**src/verilog/video_pkg.sv**
```systemverilog
`default_nettype none

package video_pkg;

    // raster column/row, also reused for the 320x240 game grid
    typedef logic [9:0] coord_t;

    // word address into the sprite sheet memory
    typedef logic [16:0] sprite_addr_t;

    // one pixel position as seen by the downstream blocks
    typedef struct packed {
        coord_t h;
        coord_t v;
        // inside the visible area
        logic   video_on;
        // first pixel of each line, h == 0
        logic   line_start;
    } vga_pos_t;

endpackage

`default_nettype wire
```
**src/verilog/player_pkg.sv**
```systemverilog
`default_nettype none

package player_pkg;

    import video_pkg::*;

    // one bit per held key, already decoded from the keyboard
    typedef logic [9:0] key_vec_t;

    // key positions inside key_vec_t
    localparam int KEY_UP    = 4;
    localparam int KEY_LEFT  = 5;
    localparam int KEY_RIGHT = 7;

    // value doubles as the frame index in the sprite sheet
    typedef enum logic [1:0] {
        MOVE_STATIC = 2'd0,
        MOVE_LEFT   = 2'd1,
        MOVE_RIGHT  = 2'd2,
        MOVE_UP     = 2'd3
    } move_state_t;

    typedef enum logic [1:0] {
        JUMP_IDLE = 2'd0,
        JUMP_RISE = 2'd1,
        JUMP_FALL = 2'd2
    } jump_phase_t;

    typedef struct packed {
        move_state_t move_state;
        jump_phase_t jump_phase;
        // left edge of the player box on the grid
        coord_t      pos_x;
        // rise above the ground
        coord_t      height;
    } player_status_t;

endpackage

`default_nettype wire

```
**src/verilog/player_motion.sv**
```systemverilog
`timescale 1ns/1ps
`default_nettype none

module player_motion
    import video_pkg::*;
    import player_pkg::*;
#(
    parameter int STEP_H_CYCLES   = 1666667,
    parameter int STEP_V_CYCLES   = 2500000,
    parameter int JUMP_RISE_STEPS = 20,
    parameter int X_MIN           = 10,
    parameter int X_MAX           = 283,
    parameter int X_START         = 13
) (
    input  logic           clk,
    input  logic           rst_n,
    input  key_vec_t       key_down,
    output player_status_t status
);

    // tick counter widths, at least one bit
    localparam int H_CNT_W = (STEP_H_CYCLES > 1) ? $clog2(STEP_H_CYCLES) : 1;
    localparam int V_CNT_W = (STEP_V_CYCLES > 1) ? $clog2(STEP_V_CYCLES) : 1;

    move_state_t        move_state;
    move_state_t        move_nxt;
    jump_phase_t        jump_phase;
    coord_t             pos_x;
    coord_t             height;
    logic [H_CNT_W-1:0] h_cnt;
    logic [V_CNT_W-1:0] v_cnt;
    logic               key_up;
    logic               key_left;
    logic               key_right;
    logic               walking;
    logic               jumping;
    logic               h_tick;
    logic               v_tick;

    assign key_up    = key_down[KEY_UP];
    assign key_left  = key_down[KEY_LEFT];
    assign key_right = key_down[KEY_RIGHT];

    // left+right together freezes the state
    always_comb begin
        if (key_left && key_right) begin
            move_nxt = move_state;
        end else if (key_left) begin
            move_nxt = MOVE_LEFT;
        end else if (key_right) begin
            move_nxt = MOVE_RIGHT;
        end else if (key_up) begin
            move_nxt = MOVE_UP;
        end else begin
            move_nxt = MOVE_STATIC;
        end
    end

    assign walking = (move_state == MOVE_LEFT) || (move_state == MOVE_RIGHT);
    assign jumping = (jump_phase != JUMP_IDLE);

    // one step per full count of the divider
    assign h_tick = walking && (h_cnt == H_CNT_W'(STEP_H_CYCLES - 1));
    assign v_tick = jumping && (v_cnt == V_CNT_W'(STEP_V_CYCLES - 1));

    // movement state and horizontal position
    always_ff @(posedge clk) begin
        if (!rst_n) begin
            move_state <= MOVE_STATIC;
            h_cnt      <= '0;
            pos_x      <= coord_t'(X_START);
        end else begin
            move_state <= move_nxt;
            if (!walking || h_tick) begin
                h_cnt <= '0;
            end else begin
                h_cnt <= h_cnt + 1'b1;
            end
            if (h_tick) begin
                // clamp at the playfield edges
                if (move_state == MOVE_LEFT && pos_x > coord_t'(X_MIN)) begin
                    pos_x <= pos_x - 10'd1;
                end else if (move_state == MOVE_RIGHT && pos_x < coord_t'(X_MAX)) begin
                    pos_x <= pos_x + 10'd1;
                end
            end
        end
    end

    // jump phases, independent of walking
    always_ff @(posedge clk) begin
        if (!rst_n) begin
            jump_phase <= JUMP_IDLE;
            v_cnt      <= '0;
            height     <= '0;
        end else begin
            if (!jumping || v_tick) begin
                v_cnt <= '0;
            end else begin
                v_cnt <= v_cnt + 1'b1;
            end
            case (jump_phase)
                JUMP_IDLE: begin
                    if (key_up) begin
                        jump_phase <= JUMP_RISE;
                    end
                end
                JUMP_RISE: begin
                    if (v_tick) begin
                        height <= height + 10'd1;
                        // height counts the rise steps, it starts from zero
                        if (height == coord_t'(JUMP_RISE_STEPS - 1)) begin
                            jump_phase <= JUMP_FALL;
                        end
                    end
                end
                JUMP_FALL: begin
                    if (v_tick) begin
                        height <= height - 10'd1;
                        if (height == 10'd1) begin
                            jump_phase <= JUMP_IDLE;
                        end
                    end
                end
                default: begin
                    jump_phase <= JUMP_IDLE;
                end
            endcase
        end
    end

    assign status = '{move_state, jump_phase, pos_x, height};

endmodule

`default_nettype wire

```
**src/verilog/player_top.sv**
```systemverilog
`timescale 1ns/1ps
`default_nettype none

module player_top
    import video_pkg::*;
    import player_pkg::*;
#(
    // 640x480 at 60 Hz
    parameter int H_ACTIVE        = 640,
    parameter int H_TOTAL         = 800,
    parameter int H_SYNC_START    = 656,
    parameter int H_SYNC_END      = 752,
    parameter int V_ACTIVE        = 480,
    parameter int V_TOTAL         = 525,
    parameter int V_SYNC_START    = 490,
    parameter int V_SYNC_END      = 492,
    // tick periods in clocks
    parameter int STEP_H_CYCLES   = 1666667,
    parameter int STEP_V_CYCLES   = 2500000,
    parameter int JUMP_RISE_STEPS = 20,
    parameter int X_MIN           = 10,
    parameter int X_MAX           = 283,
    parameter int X_START         = 13,
    // sheet layout
    parameter int SPRITE_W        = 15,
    parameter int SPRITE_H        = 30,
    parameter int GROUND_Y        = 230,
    parameter int SHEET_W         = 320,
    parameter int SHEET_BASE      = 53
) (
    input  logic           clk,
    input  logic           rst_n,
    input  key_vec_t       key_down,
    output vga_pos_t       vga_pos,
    output logic           hsync,
    output logic           vsync,
    output logic           sprite_en,
    output sprite_addr_t   sprite_addr,
    output player_status_t player_status
);

    vga_timing #(
        .H_ACTIVE     (H_ACTIVE),
        .H_TOTAL      (H_TOTAL),
        .H_SYNC_START (H_SYNC_START),
        .H_SYNC_END   (H_SYNC_END),
        .V_ACTIVE     (V_ACTIVE),
        .V_TOTAL      (V_TOTAL),
        .V_SYNC_START (V_SYNC_START),
        .V_SYNC_END   (V_SYNC_END)
    ) i_vga_timing (
        .clk   (clk),
        .rst_n (rst_n),
        .pos   (vga_pos),
        .hsync (hsync),
        .vsync (vsync)
    );

    player_motion #(
        .STEP_H_CYCLES   (STEP_H_CYCLES),
        .STEP_V_CYCLES   (STEP_V_CYCLES),
        .JUMP_RISE_STEPS (JUMP_RISE_STEPS),
        .X_MIN           (X_MIN),
        .X_MAX           (X_MAX),
        .X_START         (X_START)
    ) i_player_motion (
        .clk      (clk),
        .rst_n    (rst_n),
        .key_down (key_down),
        .status   (player_status)
    );

    // raster and status feed the address stage directly
    sprite_addr #(
        .SPRITE_W   (SPRITE_W),
        .SPRITE_H   (SPRITE_H),
        .GROUND_Y   (GROUND_Y),
        .SHEET_W    (SHEET_W),
        .SHEET_BASE (SHEET_BASE)
    ) i_sprite_addr (
        .clk         (clk),
        .rst_n       (rst_n),
        .pos         (vga_pos),
        .status      (player_status),
        .sprite_en   (sprite_en),
        .sprite_addr (sprite_addr)
    );

endmodule

`default_nettype wire

```
**src/verilog/sprite_addr.sv**
```systemverilog
`timescale 1ns/1ps
`default_nettype none

module sprite_addr
    import video_pkg::*;
    import player_pkg::*;
#(
    parameter int SPRITE_W   = 15,
    parameter int SPRITE_H   = 30,
    parameter int GROUND_Y   = 230,
    parameter int SHEET_W    = 320,
    parameter int SHEET_BASE = 53
) (
    input  logic           clk,
    input  logic           rst_n,
    input  vga_pos_t       pos,
    input  player_status_t status,
    output logic           sprite_en,
    output sprite_addr_t   sprite_addr
);

    coord_t       grid_col;
    coord_t       grid_row;
    int           box_top;
    int           row_off;
    int           col_off;
    logic         hit;
    sprite_addr_t addr_nxt;

    // 640x480 raster onto the 320x240 grid
    assign grid_col = pos.h >> 1;
    assign grid_row = pos.v >> 1;

    always_comb begin
        // box rises with the jump height
        box_top = GROUND_Y - SPRITE_H - int'(status.height);
        row_off = int'(grid_row) - box_top;
        col_off = int'(grid_col) - int'(status.pos_x);

        // signed offsets, so pixels above or left of the box miss
        hit = pos.video_on
            && (row_off >= 0) && (row_off < SPRITE_H)
            && (col_off >= 0) && (col_off < SPRITE_W);

        // frames sit side by side in the sheet, one per movement state
        addr_nxt = sprite_addr_t'(SHEET_BASE
                                  + SHEET_W * row_off
                                  + int'(status.move_state) * SPRITE_W
                                  + col_off);
    end

    always_ff @(posedge clk) begin
        if (!rst_n) begin
            sprite_en   <= 1'b0;
            sprite_addr <= '0;
        end else begin
            sprite_en <= hit;
            // address parked at zero outside the box
            sprite_addr <= hit ? addr_nxt : '0;
        end
    end

endmodule

`default_nettype wire

```
**src/verilog/vga_timing.sv**
```systemverilog
`timescale 1ns/1ps
`default_nettype none

module vga_timing
    import video_pkg::*;
#(
    parameter int H_ACTIVE     = 640,
    parameter int H_TOTAL      = 800,
    parameter int H_SYNC_START = 656,
    parameter int H_SYNC_END   = 752,
    parameter int V_ACTIVE     = 480,
    parameter int V_TOTAL      = 525,
    parameter int V_SYNC_START = 490,
    parameter int V_SYNC_END   = 492
) (
    input  logic     clk,
    input  logic     rst_n,
    output vga_pos_t pos,
    output logic     hsync,
    output logic     vsync
);

    coord_t h_nxt;
    coord_t v_nxt;

    function automatic logic is_active(coord_t h, coord_t v);
        return (h < H_ACTIVE) && (v < V_ACTIVE);
    endfunction

    // pulse windows, half open on the right
    function automatic logic in_hsync(coord_t h);
        return (h >= H_SYNC_START) && (h < H_SYNC_END);
    endfunction

    function automatic logic in_vsync(coord_t v);
        return (v >= V_SYNC_START) && (v < V_SYNC_END);
    endfunction

    // next pixel, row steps only on a line wrap
    always_comb begin
        h_nxt = (pos.h == coord_t'(H_TOTAL - 1)) ? '0 : pos.h + 10'd1;
        v_nxt = pos.v;
        if (pos.h == coord_t'(H_TOTAL - 1)) begin
            v_nxt = (pos.v == coord_t'(V_TOTAL - 1)) ? '0 : pos.v + 10'd1;
        end
    end

    // decode from the next counters so every output lines up with pos
    always_ff @(posedge clk) begin
        if (!rst_n) begin
            pos   <= '{h: '0, v: '0, video_on: is_active('0, '0), line_start: 1'b1};
            hsync <= 1'b1;
            vsync <= 1'b1;
        end else begin
            pos.h          <= h_nxt;
            pos.v          <= v_nxt;
            pos.video_on   <= is_active(h_nxt, v_nxt);
            pos.line_start <= (h_nxt == '0);
            // sync pulses are active low
            hsync <= ~in_hsync(h_nxt);
            vsync <= ~in_vsync(v_nxt);
        end
    end

endmodule

`default_nettype wire

```
**config.mk**
```make
export PLATFORM = sky130hd
export DESIGN_NAME = player_top
export DESIGN_NICKNAME = d
export VERILOG_FILES = /design/src/verilog/video_pkg.sv /design/src/verilog/player_pkg.sv /design/src/verilog/player_motion.sv /design/src/verilog/player_top.sv /design/src/verilog/sprite_addr.sv /design/src/verilog/vga_timing.sv
export SDC_FILE = /design/constraint.sdc
export NUM_CORES = 1
export LEC_CHECK = 0
export BUFFER_PORTS_ARGS = -buffer_cell sky130_fd_sc_hd__buf_2
export CAP_MARGIN = 20
export CORE_UTILIZATION = 45
export DETAILED_ROUTE_END_ITERATION = 8
export HOLD_SLACK_MARGIN = 0.08
export PLACE_DENSITY_LB_ADDON = 0.25
export SYNTH_ARGS = -nofsm -noshare
export SYNTH_HDL_FRONTEND = slang
export SYNTH_SLANG_ARGS = --single-unit
export TNS_END_PERCENT = 50
```
**constraint.sdc**
```tcl
create_clock -name clk -period 7.8 [get_ports clk]
set_clock_uncertainty 0.2 [all_clocks]
set_input_delay 0.78 -clock clk [delete_from_list [all_inputs] [get_ports clk]]
set_output_delay 0.78 -clock clk [all_outputs]
set_load 0.03 [all_outputs]
```
==> results.md <==
* Status: completed
* Met1 Resource Use GR at 25.4%
* Top FF cell, synth: dfxtp_1
* # clock sinks at 109
* Largest net degree at the start of global routing at 26
* Vias/cell at 5.22
* Syn Nets at 1029
* Horiz. Die Dim at 132 um
* Critical-path cell list: inv_1 > ha_1 > nand2b_1 > nand2_1 > xor2_1 > ha_1 > o21ai_1 > a21oi_1 > nor2_1 > ha_1 > inv_1 > fa_1 > xnor2_1 > ha_1 > ha_1 > a21o_1 > a21o_1 > a21oi_1 > o21ai_0 > a31oi_1 > xnor2_1 > and2_1
* CP max stage cell: dfxtp_1
* Commonest non-fill, non-tap cells in the layout: 127 x nor2_1, 109 x dfxtp_1, 93 x ha_1
* FF-to-FF Start: i_player_motion.height[0]
* CP Launch Type: flip-flop
* Hold WS at 0.265 ns
* Synth Area in Simple Gates at 24.2%
* Flop2flop setup slack at 2.47 ns
* Area Overhead vs Synth at 11.2%
* Die area at 17400 um2
* Tot GR Track Use at 19.1%
* Pwr per Cell Area at 472 nW/um2
* Met2 Track Usage GR at 31.7%
* Yosys reg bits at 109
* Tcrit/Tclk final at 68.3%
* Reg clk slew, reported paths at 0.08 ns
* Sequential area share after synthesis at 28.8%
* Min-delay src: i_player_motion.v_cnt[0]
* Routed WL at 16200 um
* CTS buffer count at 9
* CP most frequent cell: ha_1
* Layout cell share with drive strength beyond 1 at 10.3%
* Io pins at 78
* Hold-fix buffers, CTS at 0
* Worst vdd ir at 0.596 mV
* Core Rows at 47
* Max stage delay on crit path at 0.53 ns
* Worst Hold Class: flip-flop to flip-flop
* Syn avg cell area at 8.25 um2
* Setup TNS at 0 ns
* CP max FO at 8
* Initial DRC Count at 253
* Fillers at 1619
* Busiest layer in global routing: met2
* Most common cell after layout, fill and taps aside: nor2_1
* Power Total at 0.00398 W
* CTS tree: built
* EDFF count, synth at 0
* Met3 global-route usage at 3.73%
* Worst reg2reg path depth at 22
* Worst r2r dst: i_sprite_addr.sprite_addr[16]
* Crit. End Element: flip-flop
* Nets at 1086
* Synth Area in Compound Gates at 12.9%
* Worst EP required at 7.86 ns
* Endpoints failing setup at 0
* Initial Utilization at 45.9%
* P_leak at 3.53 nW
* Number of distinct library cells after synthesis at 61
* Max_cap viols at 0
* Grt total ovfl at 0
* Clock Latency Late Sink at 0.37 ns
* Core ar. at 16500 um2
* Multiplexer share of the synthesized area at 1.06%
* Post-Syn Area at 7580 um2
* Worst-margin pin slew at 1.05 ns
* Post-route ant nets at 0
* DR vias at 6267
* PortBufs at 70
* Clk buf depth at 2
* Largest family of logic cells by synthesized area: simple AND/OR/NAND/NOR gates
* CP Class: flip-flop to flip-flop
* Pins Over Slew Limit at 0
* Unrepaired setup endpoints after global routing: false
* Number of global-route vias before repair at 5825
* Worst Path Buf+Inv at 2
* Hold Path Stages at 1
* Post-CTS Resized at 0
* Number of remaining DRC errors at 0
* Hold Fails Final Rpt at 0
* Overall die height at 132 um
* CTS H-tree lvls at 3
* Initial antenna violation count at 0
* Worst path arrival time at 5.39 ns
* First-pass GRT wire length at 27300 um
* Mapped Cells at 919
* DR WL/cell at 13.5 um
* Root Driver: clkbuf_16
* Slew HR at 29.8%
* Post-CTS setup buffer count at 0
* Final Wtd Congestion at 0.818
* Ant. Diodes at 0
* Post-synthesis adder-cell area fraction at 16.7%
* Hold Path End: i_player_motion.v_cnt[0]
* Tmin final at 5.33 ns
* Post-detail-place hpwl at 12200 um
* YS warnings at 0
* Asr flop ratio synth at 0%
* Top delay family on crit path: adder cells
* F_max at 188 MHz
* XOR/XNOR share of the synthesized area at 12.5%
* Drt pass-1 iters at 4
logic make-up after synthesis:
logic type,count (synthesis)
XOR/XNOR,108
AO/OA/AOI/OAI,153
adder cells (fa/ha/maj),98
flip-flops,109
buffers and inverters,78
multiplexers,8
AND/OR/NAND/NOR,365
power breakdown:
| part | total (W) | internal, W | leakage [nW] | switching (W) |
|---|---|---|---|---|
| combinational | 0.00289 | 0.00134 | 2.49 | 0.00155 |
| clock | 0.000505 | 0.000260 | 0.158 | 0.000244 |
| sequential | 0.000581 | 0.000566 | 0.880 | 0.0000152 |
| total | 0.00398 | 0.00217 | 3.53 | 0.00181 |
routing by layer:
layer / wire length (um) / part of all wire [%]
met3: 525 / 3.2
met1: 8170 / 50
met4: 137 / 0.85
met5: 0 / 0
met2: 7350 / 45
synth_stat cells, drive strengths merged, types with 20 or more instances:
| master | instances | area share [%] |
|---|---|---|
| nor3 | 20 | 1.3 |
| nor2 | 127 | 6.3 |
| nand4 | 20 | 1.7 |
| inv | 54 | 2.7 |
| o21ai | 36 | 2.4 |
| clkbuf | 21 | 1.1 |
| dfxtp | 109 | 29 |
| xor2 | 53 | 6.1 |
| nand3 | 26 | 1.7 |
| ha | 93 | 15 |
| and2 | 24 | 2.0 |
| nand2 | 56 | 2.8 |
| a21oi | 43 | 2.8 |
| xnor2 | 55 | 6.4 |
registers in the layout (all words and copies together), names as in the netlist:
signal                      cells
i_sprite_addr.sprite_addr      17
i_player_motion.h_cnt          21
i_vga_timing.pos               22
i_player_motion.pos_x          10
i_player_motion.v_cnt          22
i_player_motion.move_state      2
i_vga_timing.vsync              1
i_vga_timing.hsync              1
i_sprite_addr.sprite_en         1
i_player_motion.jump_phase      2
i_player_motion.height         10
per-stage QoR:
stage / util, % / area [um2] / instances / setup slack [ns]
finish: 51.0 / 8430 / 1201 / 2.47
global route: 51.0 / 8430 / 1201 / 2.08
detailed placement: 49.1 / 8110 / 1185 / 2.51
floorplan: - / 7580 / 919 / 2.77
CTS: 51.0 / 8430 / 1201 / 2.46
global placement: 49.1 / 8110 / 1185 / 2.52
worst max path at each step:
stage	start	to	slack, ns	cells after the start
after floorplan	i_player_motion.height[0]	i_sprite_addr.sprite_addr[16]	2.77	22
after global placement	i_player_motion.height[0]	i_sprite_addr.sprite_addr[15]	2.52	21
after detailed placement	i_player_motion.height[0]	i_sprite_addr.sprite_addr[15]	2.51	21
after CTS	i_player_motion.height[0]	i_sprite_addr.sprite_addr[15]	2.46	21
after global routing	i_player_motion.height[0]	i_sprite_addr.sprite_addr[15]	2.08	22
final	i_player_motion.height[0]	i_sprite_addr.sprite_addr[16]	2.47	22
area by class of cell:
class / count / area [um2] / area share [%]
multi-input cells: 732 / 5100 / 60.5
flip-flops and latches: 109 / 2180 / 25.9
repair buffers: 70 / 350 / 4.15
well taps: 220 / 275 / 3.26
clock buffers: 9 / 225 / 2.67
inverters: 54 / 203 / 2.40
clock inverters: 7 / 100 / 1.19
No activity file was read; power rests on OpenSTA's default activity.
